$ cat config.mk
export PLATFORM = sky130hd
export DESIGN_NAME = gb_joypad
export DESIGN_NICKNAME = d
export VERILOG_FILES = /design/src/hdl/gb_map_pkg.sv /design/src/hdl/gb_io_pkg.sv /design/src/hdl/gb_joypad.sv
export SDC_FILE = /design/constraint.sdc
export NUM_CORES = 1
export LEC_CHECK = 0
export ABC_AREA = 0
export BUFFER_PORTS_ARGS = -buffer_cell sky130_fd_sc_hd__buf_2
export CORE_AREA = 2 2 39 41
export DETAILED_ROUTE_END_ITERATION = 6
export DIE_AREA = 0 0 41 43
export PLACE_DENSITY_LB_ADDON = 0.2
export SLEW_MARGIN = 5
export SYNTH_ARGS = -nofsm -noshare
export SYNTH_HDL_FRONTEND = slang
export SYNTH_SLANG_ARGS = --single-unit
$ cat constraint.sdc
create_clock -name clk_cpu -period 1 [get_ports clk_cpu]
set_clock_uncertainty 0.05 [all_clocks]
set_input_delay 0.2 -clock clk_cpu [delete_from_list [all_inputs] [get_ports clk_cpu]]
set_output_delay 0.2 -clock clk_cpu [all_outputs]
set_load 0.1 [all_outputs]
$ cat src/hdl/gb_map_pkg.sv
// cpu address map
package gb_map_pkg;

    typedef logic [15:0] addr_t;   // cpu address
    typedef logic [7:0]  data_t;   // cpu data byte

    // decoded bus target, one per peripheral register or ram
    typedef enum logic [2:0] {
        none,     // unmapped, reads open bus
        wram,     // c000-fdff incl. echo
        hram,     // ff80-fffe
        joy,
        sb,
        sc,
        if_reg,
        ie_reg
    } region_t;

    localparam int wram_addr_width = 13;   // 8 KiB
    localparam int hram_addr_width = 7;    // 127 bytes used

    // ----------------------------------------
    // register and region addresses
    // ----------------------------------------
    localparam addr_t joy_addr  = 16'hff00;
    localparam addr_t sb_addr   = 16'hff01;
    localparam addr_t sc_addr   = 16'hff02;
    localparam addr_t if_addr   = 16'hff0f;
    localparam addr_t ie_addr   = 16'hffff;
    localparam addr_t wram_base = 16'hc000;
    localparam addr_t echo_end  = 16'hfdff;   // last echo byte
    localparam addr_t hram_base = 16'hff80;

    localparam data_t open_bus = 8'hff;      // nothing drives the bus

endpackage

$ cat src/hdl/gb_io_pkg.sv
// interrupt, joypad and serial definitions
package gb_io_pkg;

    typedef logic [4:0] irq_t;   // one bit per source

    // bit positions, lower number wins
    localparam int irq_vblank = 0;
    localparam int irq_lcd    = 1;
    localparam int irq_timer  = 2;
    localparam int irq_serial = 3;
    localparam int irq_joypad = 4;

    localparam int irq_vec_base = 'h40;   // rst vector of bit 0
    localparam int irq_vec_step = 8;
    localparam gb_map_pkg::data_t idle_vec = 8'h55;   // nothing pending

    // ----------------------------------------
    // serial timing
    // ----------------------------------------
    localparam int serial_bit_cycles = 512;   // 8192 Hz from cpu clock
    localparam int serial_bits       = 8;
    localparam int serial_div_width  = $clog2(serial_bit_cycles);
    localparam int serial_cnt_width  = $clog2(serial_bits + 1);
    localparam logic [serial_div_width-1:0] serial_div_max =
        serial_div_width'(serial_bit_cycles - 1);
    localparam logic [serial_cnt_width-1:0] serial_cnt_load =
        serial_cnt_width'(serial_bits);

    // ----------------------------------------
    // fixed bits of register reads
    // ----------------------------------------
    localparam gb_map_pkg::data_t if_pad  = 8'he0;   // 7..5 read 1
    localparam gb_map_pkg::data_t ie_pad  = 8'h00;   // 7..5 read 0
    localparam gb_map_pkg::data_t sc_pad  = 8'h7e;   // 6..1 read 1
    localparam gb_map_pkg::data_t joy_pad = 8'hc0;   // 7..6 read 1

endpackage

$ cat src/hdl/gb_joypad.sv
// joypad select and input edges
`timescale 1ns/1ns

module gb_joypad (
    input  logic              clk_cpu,
    input  logic              reset,
    input  logic              joy_wr,
    input  gb_map_pkg::data_t cpu_do,
    input  logic [3:0]        joy_din,     // p10..p13, low active
    output logic [1:0]        joy_p54,
    output gb_map_pkg::data_t joy_q,
    output logic              joy_event
);

    logic [3:0] din_s1;   // sync stages
    logic [3:0] din_s2;
    logic [3:0] din_old;  // previous synced value

    always_ff @(posedge clk_cpu) begin
        if (reset) begin
            joy_p54 <= 2'b11;   // no line selected
            din_s1  <= 4'hf;
            din_s2  <= 4'hf;
            din_old <= 4'hf;
        end else begin
            if (joy_wr) begin
                joy_p54 <= cpu_do[5:4];
            end
            din_s1  <= joy_din;
            din_s2  <= din_s1;
            din_old <= din_s2;
        end
    end

    // any line going 1 -> 0
    assign joy_event = |(din_old & ~din_s2);

    assign joy_q = gb_io_pkg::joy_pad | {2'b00, joy_p54, joy_din};

endmodule

==> impl_results.md, run 1 <==
- Hold Startpoint: cpu_do[5]
- GP Congestion: 0.629
- Final Max Slew Viols: 0
- DP Worst Slack: -0.0283 ns
- Num CTS Buffers: 3
- Tmin final: 1.28 ns
- Hold Fails Final Rpt: 0
- CP peak stage delay: 0.33 ns
- Layout fillers: 118
- Clock Power Share: 24.2%
- Most frequent cells in the layout: or2_1 (10), buf_12 (9), buf_2 (8)
- Max-Cap Viols: 0
- Slowest CP cell: dfxtp_2
- # DRC: 0
- Post-Syn Instances: 45
- Outcome: finished, violations left
- RSZ-0062 raised after global routing: yes
- Crit. Startpoint: din_old[3]
- Die Y: 43 µm
- Peak VDD IR: 0.948 mV
- Final worst setup slack: -0.278 ns
- Core box area: 0.00138 mm²
- Boundary pin count: 26
- Synth cell types: 11
- CP endpoint kind: primary output
- Path category of the worst min-delay check: in -> reg
- Num Clock Sinks: 14
- Final setup fails: 5
- Avg Synthesized Cell Area: 11.0 µm²
- Share of cells above drive strength 1: 62.1%
- Combinational share of power: 29.5%
- WL final: 602 µm
- Number of vias per cell: 4.03
- Post-synthesis sequential area ratio: 56.7%
- Maximum clock frequency: 0.783 GHz
- Reg power frac: 46.3%
- Buffers on Ports: 17
- Final Power: 1.29 mW
- Initial antenna violation count: 0
- DR vias: 298
- Failing checks: setup timing
- Max clock buf depth: 2
- Synth Warn #: 0
- Fin util: 54.0%
- Switching Fraction: 32.8%
- Critical path class: reg -> out
- Final #Nets: 74
- WL per Instance: 8.14 µm
- Global-route usage over all layers: 10.3%
- Crit share post-route: 128%
- ANT nets after route: 0
- Pwr per Cell Area: 1730 mW/mm²
- CTS tree: built
- Most common cell after layout, fill and taps aside: or2_1
- Lkg Pwr: 0.332 nW
- DRT Pass-1 Iters: 2
- Ant. Diodes: 0
- Largest fanout on the critical path: 1
- Area of the die: 0.00176 mm²
- Sw Pwr: 424 µW
- Netlist Area Pre-Place: 494 µm²
- First-pass GRT wire length: 1150 µm
- Reg2reg start: joy_p54[0]
- Grt ovf: 0
- CP startpoint kind: register
- Critical Path RT: 0.75 ns
- Worst-path clk slew: 0.08 ns
- Die width: 41 µm
- Initial core utilization: 35.7%
- Dpl hpwl: 474 µm
- #FFs+latches synth: 14
- Root buf cell: clkbuf_4
- Vias in the first global route: 302
- 1st-iter DRT viols: 1
- H-tree Lvls: 1
- Post-CTS Setup Repair Bufs: 0
- Clk_lat worst skew: 0.27 ns
- Largest net degree at the start of global routing: 15
- P_int: 869 µW
- Number of core rows: 14
- Synthesis-to-layout area growth: 51.1%
- Worst EP arrival: 1.03 ns
- Cell breakdown of the critical path: inv_2 -> o2111ai_4 -> buf_12
-- cells by family after synthesis --
| family | after synthesis | synth area share [%] |
|---|---|---|
| buffers and inverters | 10 | 15.2 |
| AOI/OAI and AO/OA | 3 | 5.82 |
| DFF | 14 | 56.7 |
| and+or+nand+nor | 17 | 21.5 |
| other | 1 | 0.759 |
-- final timing paths --
check | endpoint | slack, ns | cells past startpoint
worst max-delay path | joy_event | -0.28 | 3
worst min register to register | din_s2[1] | 0.36 | 1
worst max register to register | joy_p54[0] | 0.10 | 2
worst min-delay path | joy_p54[1] | 0.08 | 2
-- worst max-delay path: cells and delay by family (launching register included) --
kind                   cells  cell delay, ns
AOI/OAI and AO/OA          1            0.19
buffers and inverters      2            0.24
DFF                        1            0.33
-- registers in the layout, indices dropped and copies added (netlist names) --
signal / cells
din_s1: 4
joy_p54: 2
din_old: 4
din_s2: 4
-- power by group through the flow --
stage / combinational [mW] / sequential [mW] / clock [mW]
detailed placement: 0.379 / 0.610 / 0
floorplan: 0.252 / 0.647 / 0
CTS: 0.384 / 0.600 / 0.332
global route: 0.394 / 0.604 / 0.355
finish: 0.381 / 0.599 / 0.313
global placement: 0.378 / 0.610 / 0
-- layer usage --
metal	vias to the layer above	GRT usage, %	wire length [µm]	share of wire [%]
met1	131	10.9	235	39
li1	158	-	-	-
met5	-	0	0	0
met3	0	5.24	45	7.5
met4	0	8.00	0	0
met2	9	14.7	321	53
-- per-stage QoR --
step	instance area [µm²]	std cells	setup TNS (ns)	hold WS, ns
floorplan	551	46	-0.209	0.247
global placement	694	70	-0.0263	0.335
detailed placement	694	70	-0.0283	0.344
CTS	746	74	-0.656	0.0717
global route	747	74	-0.770	0.0769
finish	747	74	-0.574	0.0835
-- Yosys cell counts --
master      n  area, µm²
a211o_2     2       20.0
buf_4       8       60.1
buf_6       1       11.3
conb_1      1       3.75
dfxtp_1    14        280
inv_1       1       3.75
nand2b_1    3       18.8
nor2b_1     2       12.5
o2111ai_1   1       8.76
or2_1      10       62.6
or2_2       2       12.5
-- cell type report --
type / count / area, µm² / area share (%)
Timing Repair Buffer: 17 / 220 / 29.5
Multi-Input combinational cell: 22 / 183 / 24.5
Tap cell: 16 / 20.0 / 2.68
Inverter: 1 / 3.75 / 0.503
Sequential cell: 14 / 294 / 39.4
Clock buffer: 4 / 26.3 / 3.52
-- repair_timing --
item / in CTS / in global routing
resized for setup: 5 / 1
endpoints found under the setup margin: 5 / 5
hold buffers: 0 / 0
No activity file was read; power rests on OpenSTA's default activity.
==> run 2, diff against run 1 <==
--- a/config.mk
+++ b/config.mk
@@ -10,6 +10,7 @@
 export CORE_AREA = 2 2 39 41
 export DETAILED_ROUTE_END_ITERATION = 6
 export DIE_AREA = 0 0 41 43
+export MAX_ROUTING_LAYER = met4
 export PLACE_DENSITY_LB_ADDON = 0.2
 export SLEW_MARGIN = 5
 export SYNTH_ARGS = -nofsm -noshare
==> run 2 against run 1 <==
Net effect: the run still ends with setup timing left; sequential cell count unchanged; combinational power about the same; sequential share of layout area unchanged; critical path type unchanged.
==> impl_results.md, run 2 (synthesized netlist as in run 1, its figures left out) <==
- Outcome: finished, violations left
- Failing checks: setup timing
- Core box area: 0.00138 mm² (unchanged)
- Final worst setup slack: -0.278 ns (+0.00000100 ns)
- DR vias: 298 (unchanged)
- Largest net degree at the start of global routing: 15 (unchanged)
- Worst R2R Path Depth: 2 (unchanged)
- WL final: 599 µm (-0.50%)
- Clk_lat worst skew: 0.27 ns (about the same)
- Vias in the first global route: 302 (unchanged)
- Final Max Slew Viols: 0 (unchanged)
- Critical Path RT: 0.75 ns (about the same)
- Ant. Diodes: 0 (unchanged)
- Post_cts resized: 5 (unchanged)
- Cell area after layout: 747 µm² (unchanged)
- Maximum clock frequency: 0.783 GHz (unchanged)
- CP startpoint kind: register
- Slowest CP cell: dfxtp_2
- Most common cell after layout, fill and taps aside: or2_1
- Synthesis-to-layout area growth: 51.1% (unchanged)
- First-pass GRT wire length: 1150 µm (unchanged)
- Reg power frac: 46.4% (about the same)
- Pwr per Cell Area: 1730 mW/mm² (about the same)
- Number of core rows: 14 (unchanged)
- CP peak stage delay: 0.33 ns (about the same)
- DP Worst Slack: -0.0283 ns (unchanged)
- Peak VDD IR: 0.947 mV (-0.19%)
- Final Power: 1.29 mW (about the same)
- Global-route usage over all layers: 10.6% (+0.26 points)
- Buffers on Ports: 17 (unchanged)
- Top Registers: din_old: 4 flops, din_s1: 4 flops, din_s2: 4 flops
- ANT nets after route: 0 (unchanged)
- Combinational share of power: 29.5% (about the same)
- Clock Power Share: 24.2% (about the same)
- Placed cell count: 70 (unchanged)
- Hold Fails Final Rpt: 0 (unchanged)
- CTS hold repair buffers: 0 (unchanged)
- Finished Layout Cells: 74 (unchanged)
- Grt ovf: 0 (unchanged)
- Worst EP arrival: 1.03 ns (about the same)
- Hold Path Depth: 2 (unchanged)
- Largest fanout on the critical path: 1 (unchanged)
- Initial antenna violation count: 0 (unchanged)
- Max-Cap Viols: 0 (unchanged)
- Lkg Pwr: 0.332 nW (unchanged)
- Die Y: 43 µm (unchanged)
- Die width: 41 µm (unchanged)
- Fin Setup TNS: -0.574 ns (+0.00000200 ns)
- WL per Instance: 8.09 µm (-0.50%)
- Number of vias per cell: 4.03 (unchanged)
- Most frequent cells in the layout: or2_1 (10), buf_12 (9), buf_2 (8)
- CP endpoint kind: primary output
- Area after DPL: 694 µm² (unchanged)
- Path category of the worst min-delay check: in -> reg
- Max clock buf depth: 2 (unchanged)
- Crit share post-route: 128% (about the same)
- Area of the die: 0.00176 mm² (unchanged)
- Num CTS Buffers: 3 (unchanged)
- Final setup fails: 5 (unchanged)
- Cell breakdown of the critical path: inv_2 -> o2111ai_4 -> buf_12
- CTS tree: built
- Worst Hold Margin: 0.0835 ns (+0.000000500 ns)
- Dpl hpwl: 474 µm (unchanged)
- Worst-path clk slew: 0.08 ns (about the same)
- GP Congestion: 0.634 (+0.78%)
- 1st-iter DRT viols: 1 (unchanged)
- Critical path class: reg -> out
- Boundary pin count: 26 (unchanged)
- Share of cells above drive strength 1: 62.1% (unchanged)
- Switching Fraction: 32.8% (about the same)
- Fin util: 54.0% (unchanged)
- Sw Pwr: 424 µW (-0.11%)
- Initial core utilization: 35.7% (unchanged)
- RSZ-0062 raised after global routing: yes
- Post-CTS Setup Repair Bufs: 0 (unchanged)
- # DRC: 0 (unchanged)
- DRT Pass-1 Iters: 2 (unchanged)
- Root buf cell: clkbuf_4
- Num Clock Sinks: 14 (unchanged)
- Final #Nets: 74 (unchanged)
- H-tree Lvls: 1 (unchanged)
- Tmin final: 1.28 ns (-0.00000100 ns)
- P_int: 869 µW (about the same)
[run 2: cell counts in the layout (fill, tap and decap cells not counted)]
Identical to the previous run, type by type.
[run 2: area by class of cell]
cell class	instances	area, µm²
fill	118	637
sequential	14	294
timing repair buffer	17	220
multi-input combinational	22	183
clock buffer	4	26.3
tap	16	20.0
inverter	1	3.75
[run 2: final timing paths]
path                   start          to  slack [ns]
setup / recovery  din_old[3]   joy_event       -0.28
hold / removal     cpu_do[5]  joy_p54[1]        0.08
setup reg to reg  joy_p54[0]  joy_p54[0]        0.10
hold reg to reg    din_s1[1]   din_s2[1]        0.36
[run 2: layer usage]
metal / share of wire [%] / GRT usage, % / vias to the layer above / routed length (µm)
met3: 7.0 / 4.71 / 0 / 42
li1: - / - / 158 / -
met1: 39 / 11.3 / 131 / 235
met5: 0 / - / - / 0
met4: 0 / 8.00 / 0 / 0
met2: 54 / 14.7 / 9 / 321
[run 2: critical path, delay by kind of cell (launching register included)]
family                 cells  cell delay (ns)
AO/OA/AOI/OAI              1             0.19
buffers and inverters      2             0.24
flip-flops                 1             0.33
[run 2: power by group through the flow]
stage          clock [mW]  sequential (mW)  combinational [mW]
3_3_place_gp            0            0.610               0.378
2_1_floorplan           0            0.647               0.252
6_report            0.312            0.599               0.381
3_5_place_dp            0            0.610               0.379
5_1_grt             0.355            0.604               0.394
4_1_cts             0.332            0.600               0.384
==> run 3, diff against run 2 <==
--- a/config.mk
+++ b/config.mk
@@ -12,6 +12,7 @@
 export DIE_AREA = 0 0 41 43
 export MAX_ROUTING_LAYER = met4
 export PLACE_DENSITY_LB_ADDON = 0.2
+export RECOVER_POWER = 100
 export SLEW_MARGIN = 5
 export SYNTH_ARGS = -nofsm -noshare
 export SYNTH_HDL_FRONTEND = slang
==> run 3 against run 2 <==
Net effect: the flow still finishes with violations (setup timing); final area decreased by 7.0%; register-to-register slack about the same; sequential cell count did not move; non-clock buffer count unchanged; total power down 2.2%; core utilization down 3.8 points; critical endpoint unchanged; highest routed layer unchanged.
==> impl_results.md, run 3 (synthesized netlist as in run 1, its figures left out) <==
- Most frequent cells in the layout: or2_1 (10), dfxtp_1 (8), clkbuf_4 (7), buf_2 (7), buf_12 (5)
- Ant. Diodes: 0 (unchanged)
- WL final: 600 µm (+0.17%)
- DRT Pass-1 Iters: 2 (unchanged)
- Worst-path clk slew: 0.08 ns (about the same)
- Reg2reg setup slack: 0.10 ns (about the same)
- Layout fillers: 120 (+1.7%)
- Post-CTS Setup Repair Bufs: 0 (unchanged)
- Pwr per Cell Area: 1820 mW/mm² (+5.2%)
- Final #Nets: 74 (unchanged)
- Grt ovf: 0 (unchanged)
- GP Congestion: 0.634 (unchanged)
- CTS tree: built
- Reg2reg end: joy_p54[0]
- Cell breakdown of the critical path: inv_2 -> o2111ai_4 -> buf_12
- Peak VDD IR: 0.934 mV (-1.3%)
- Root buf cell: clkbuf_4
- Number of core rows: 14 (unchanged)
- Final Max Slew Viols: 0 (unchanged)
- Clk_lat worst skew: 0.27 ns (about the same)
- Tmin final: 1.28 ns (unchanged)
- Dpl hpwl: 474 µm (unchanged)
- First-pass GRT wire length: 1150 µm (unchanged)
- Final setup fails: 5 (unchanged)
- Maximum clock frequency: 0.783 GHz (unchanged)
- Final worst setup slack: -0.278 ns (unchanged)
- H-tree Lvls: 1 (unchanged)
- Critical path class: reg -> out
- Boundary pin count: 26 (unchanged)
- Die Y: 43 µm (unchanged)
- DR vias: 298 (unchanged)
- Multi-input logic area: 183 µm² (unchanged)
- CP endpoint kind: primary output
- Routed wl met2: 317 µm (-1.2%)
- ANT nets after route: 0 (unchanged)
- M1 WL: 243 µm (+3.4%)
- Final Power: 1.26 mW (-2.2%)
- Number of vias per cell: 4.03 (unchanged)
- Lkg Pwr: 0.311 nW (-6.5%)
- Register area: 293 µm² (-0.43%)
- CP Capture Point: joy_event
- Crit share post-route: 128% (unchanged)
- Largest net degree at the start of global routing: 15 (unchanged)
- Slowest CP cell: dfxtp_2
- Finished Layout Cells: 74 (unchanged)
- Area of the die: 0.00176 mm² (unchanged)
- CP startpoint kind: register
- Metal3 WL: 38 µm (-9.5%)
- Critical Path RT: 0.75 ns (about the same)
- CP peak stage delay: 0.33 ns (about the same)
- Placed cell count: 70 (unchanged)
- Max-Cap Viols: 0 (unchanged)
- WL per Instance: 8.11 µm (+0.17%)
- Reg2reg start: joy_p54[0]
- RSZ-0062 raised after global routing: yes
- Worst R2R Path Depth: 2 (unchanged)
- # DRC: 0 (unchanged)
- Num CTS Buffers: 3 (unchanged)
- Hold Fails Final Rpt: 0 (unchanged)
- Worst EP arrival: 1.03 ns (about the same)
- Core box area: 0.00138 mm² (unchanged)
- Initial antenna violation count: 0 (unchanged)
- Top Registers: din_old: 4 flops, din_s1: 4 flops, din_s2: 4 flops
- Num Clock Sinks: 14 (unchanged)
- Die width: 41 µm (unchanged)
- Initial core utilization: 35.7% (unchanged)
- Largest fanout on the critical path: 1 (unchanged)
- Failing checks: setup timing
- DP Worst Slack: -0.0283 ns (unchanged)
- Max clock buf depth: 2 (unchanged)
- Synthesis-to-layout area growth: 40.5%
- Most common cell after layout, fill and taps aside: or2_1
- Share of cells above drive strength 1: 58.6% (-3.4 points)
- Global-route usage over all layers: 10.6% (unchanged)
- Path category of the worst min-delay check: in -> reg
- Outcome: finished, violations left
- CTS hold repair buffers: 0 (unchanged)
- Top sig layer: met3
- Vias in the first global route: 302 (unchanged)
- Buffers on Ports: 17 (unchanged)
- Crit. Startpoint: din_old[3]
- 1st-iter DRT viols: 1 (unchanged)
==> run 3: cell types whose count changed in the layout (fill, tap and decap cells not counted), sizes merged <==
cell / previous run / this run
clkbuf: 4 / 9
buf: 17 / 12
==> run 3: timing repair <==
action                     CTS  global route
gates resized for setup      5             1
hold endpoints to repair     0             0
setup endpoints to repair    5             5
==> run 3: routing by layer <==
| layer | GRT usage [%] | up-vias |
|---|---|---|
| met1 | 11.3 | 131 |
| met5 | - | - |
| li1 | - | 158 |
| met2 | 14.7 | 9 |
| met4 | 8.00 | 0 |
| met3 | 4.71 | 0 |
==> run 3: worst min-delay path by stage <==
stage | cells after the start | startpoint | end
after floorplan | 1 | joy_din[1] | din_s1[1]
after global placement | 1 | din_s1[2] | din_s2[2]
after detailed placement | 1 | din_s1[1] | din_s2[1]
after CTS | 2 | cpu_do[5] | joy_p54[1]
after global routing | 2 | joy_din[0] | din_s1[0]
final | 2 | joy_din[0] | din_s1[0]
==> run 3: metrics by stage <==
step | util [%] | setup TNS [ns] | hold slack [ns] | area, µm²
after floorplan | - | -0.209 | 0.247 | 551
after global placement | 50.2 | -0.0263 | 0.335 | 694
after detailed placement | 50.2 | -0.0283 | 0.344 | 694
after CTS | 53.9 | -0.656 | 0.0717 | 746
after global routing | 50.2 | -0.770 | 0.0610 | 694
final | 50.2 | -0.574 | 0.0673 | 694
==> run 3: final cells by class <==
class,instances,area share (%)
timing repair buffer,17,24.3
clock buffer,4,3.78
multi-input combinational,22,26.3
inverter,1,0.541
sequential,14,42.2
tap,16,2.88
==> run 3: critical path: cells and delay by family, from the launching register on <==
kind                   cells  cell delay (ns)
flip-flops                 1             0.33
buffers and inverters      2             0.24
AO/OA/AOI/OAI              1             0.19
==> run 3: report_power, final <==
group	total, mW	switching, mW	internal, mW
clock	0.312	0.158	0.154
combinational	0.353	0.244	0.109
sequential	0.599	0.0170	0.582
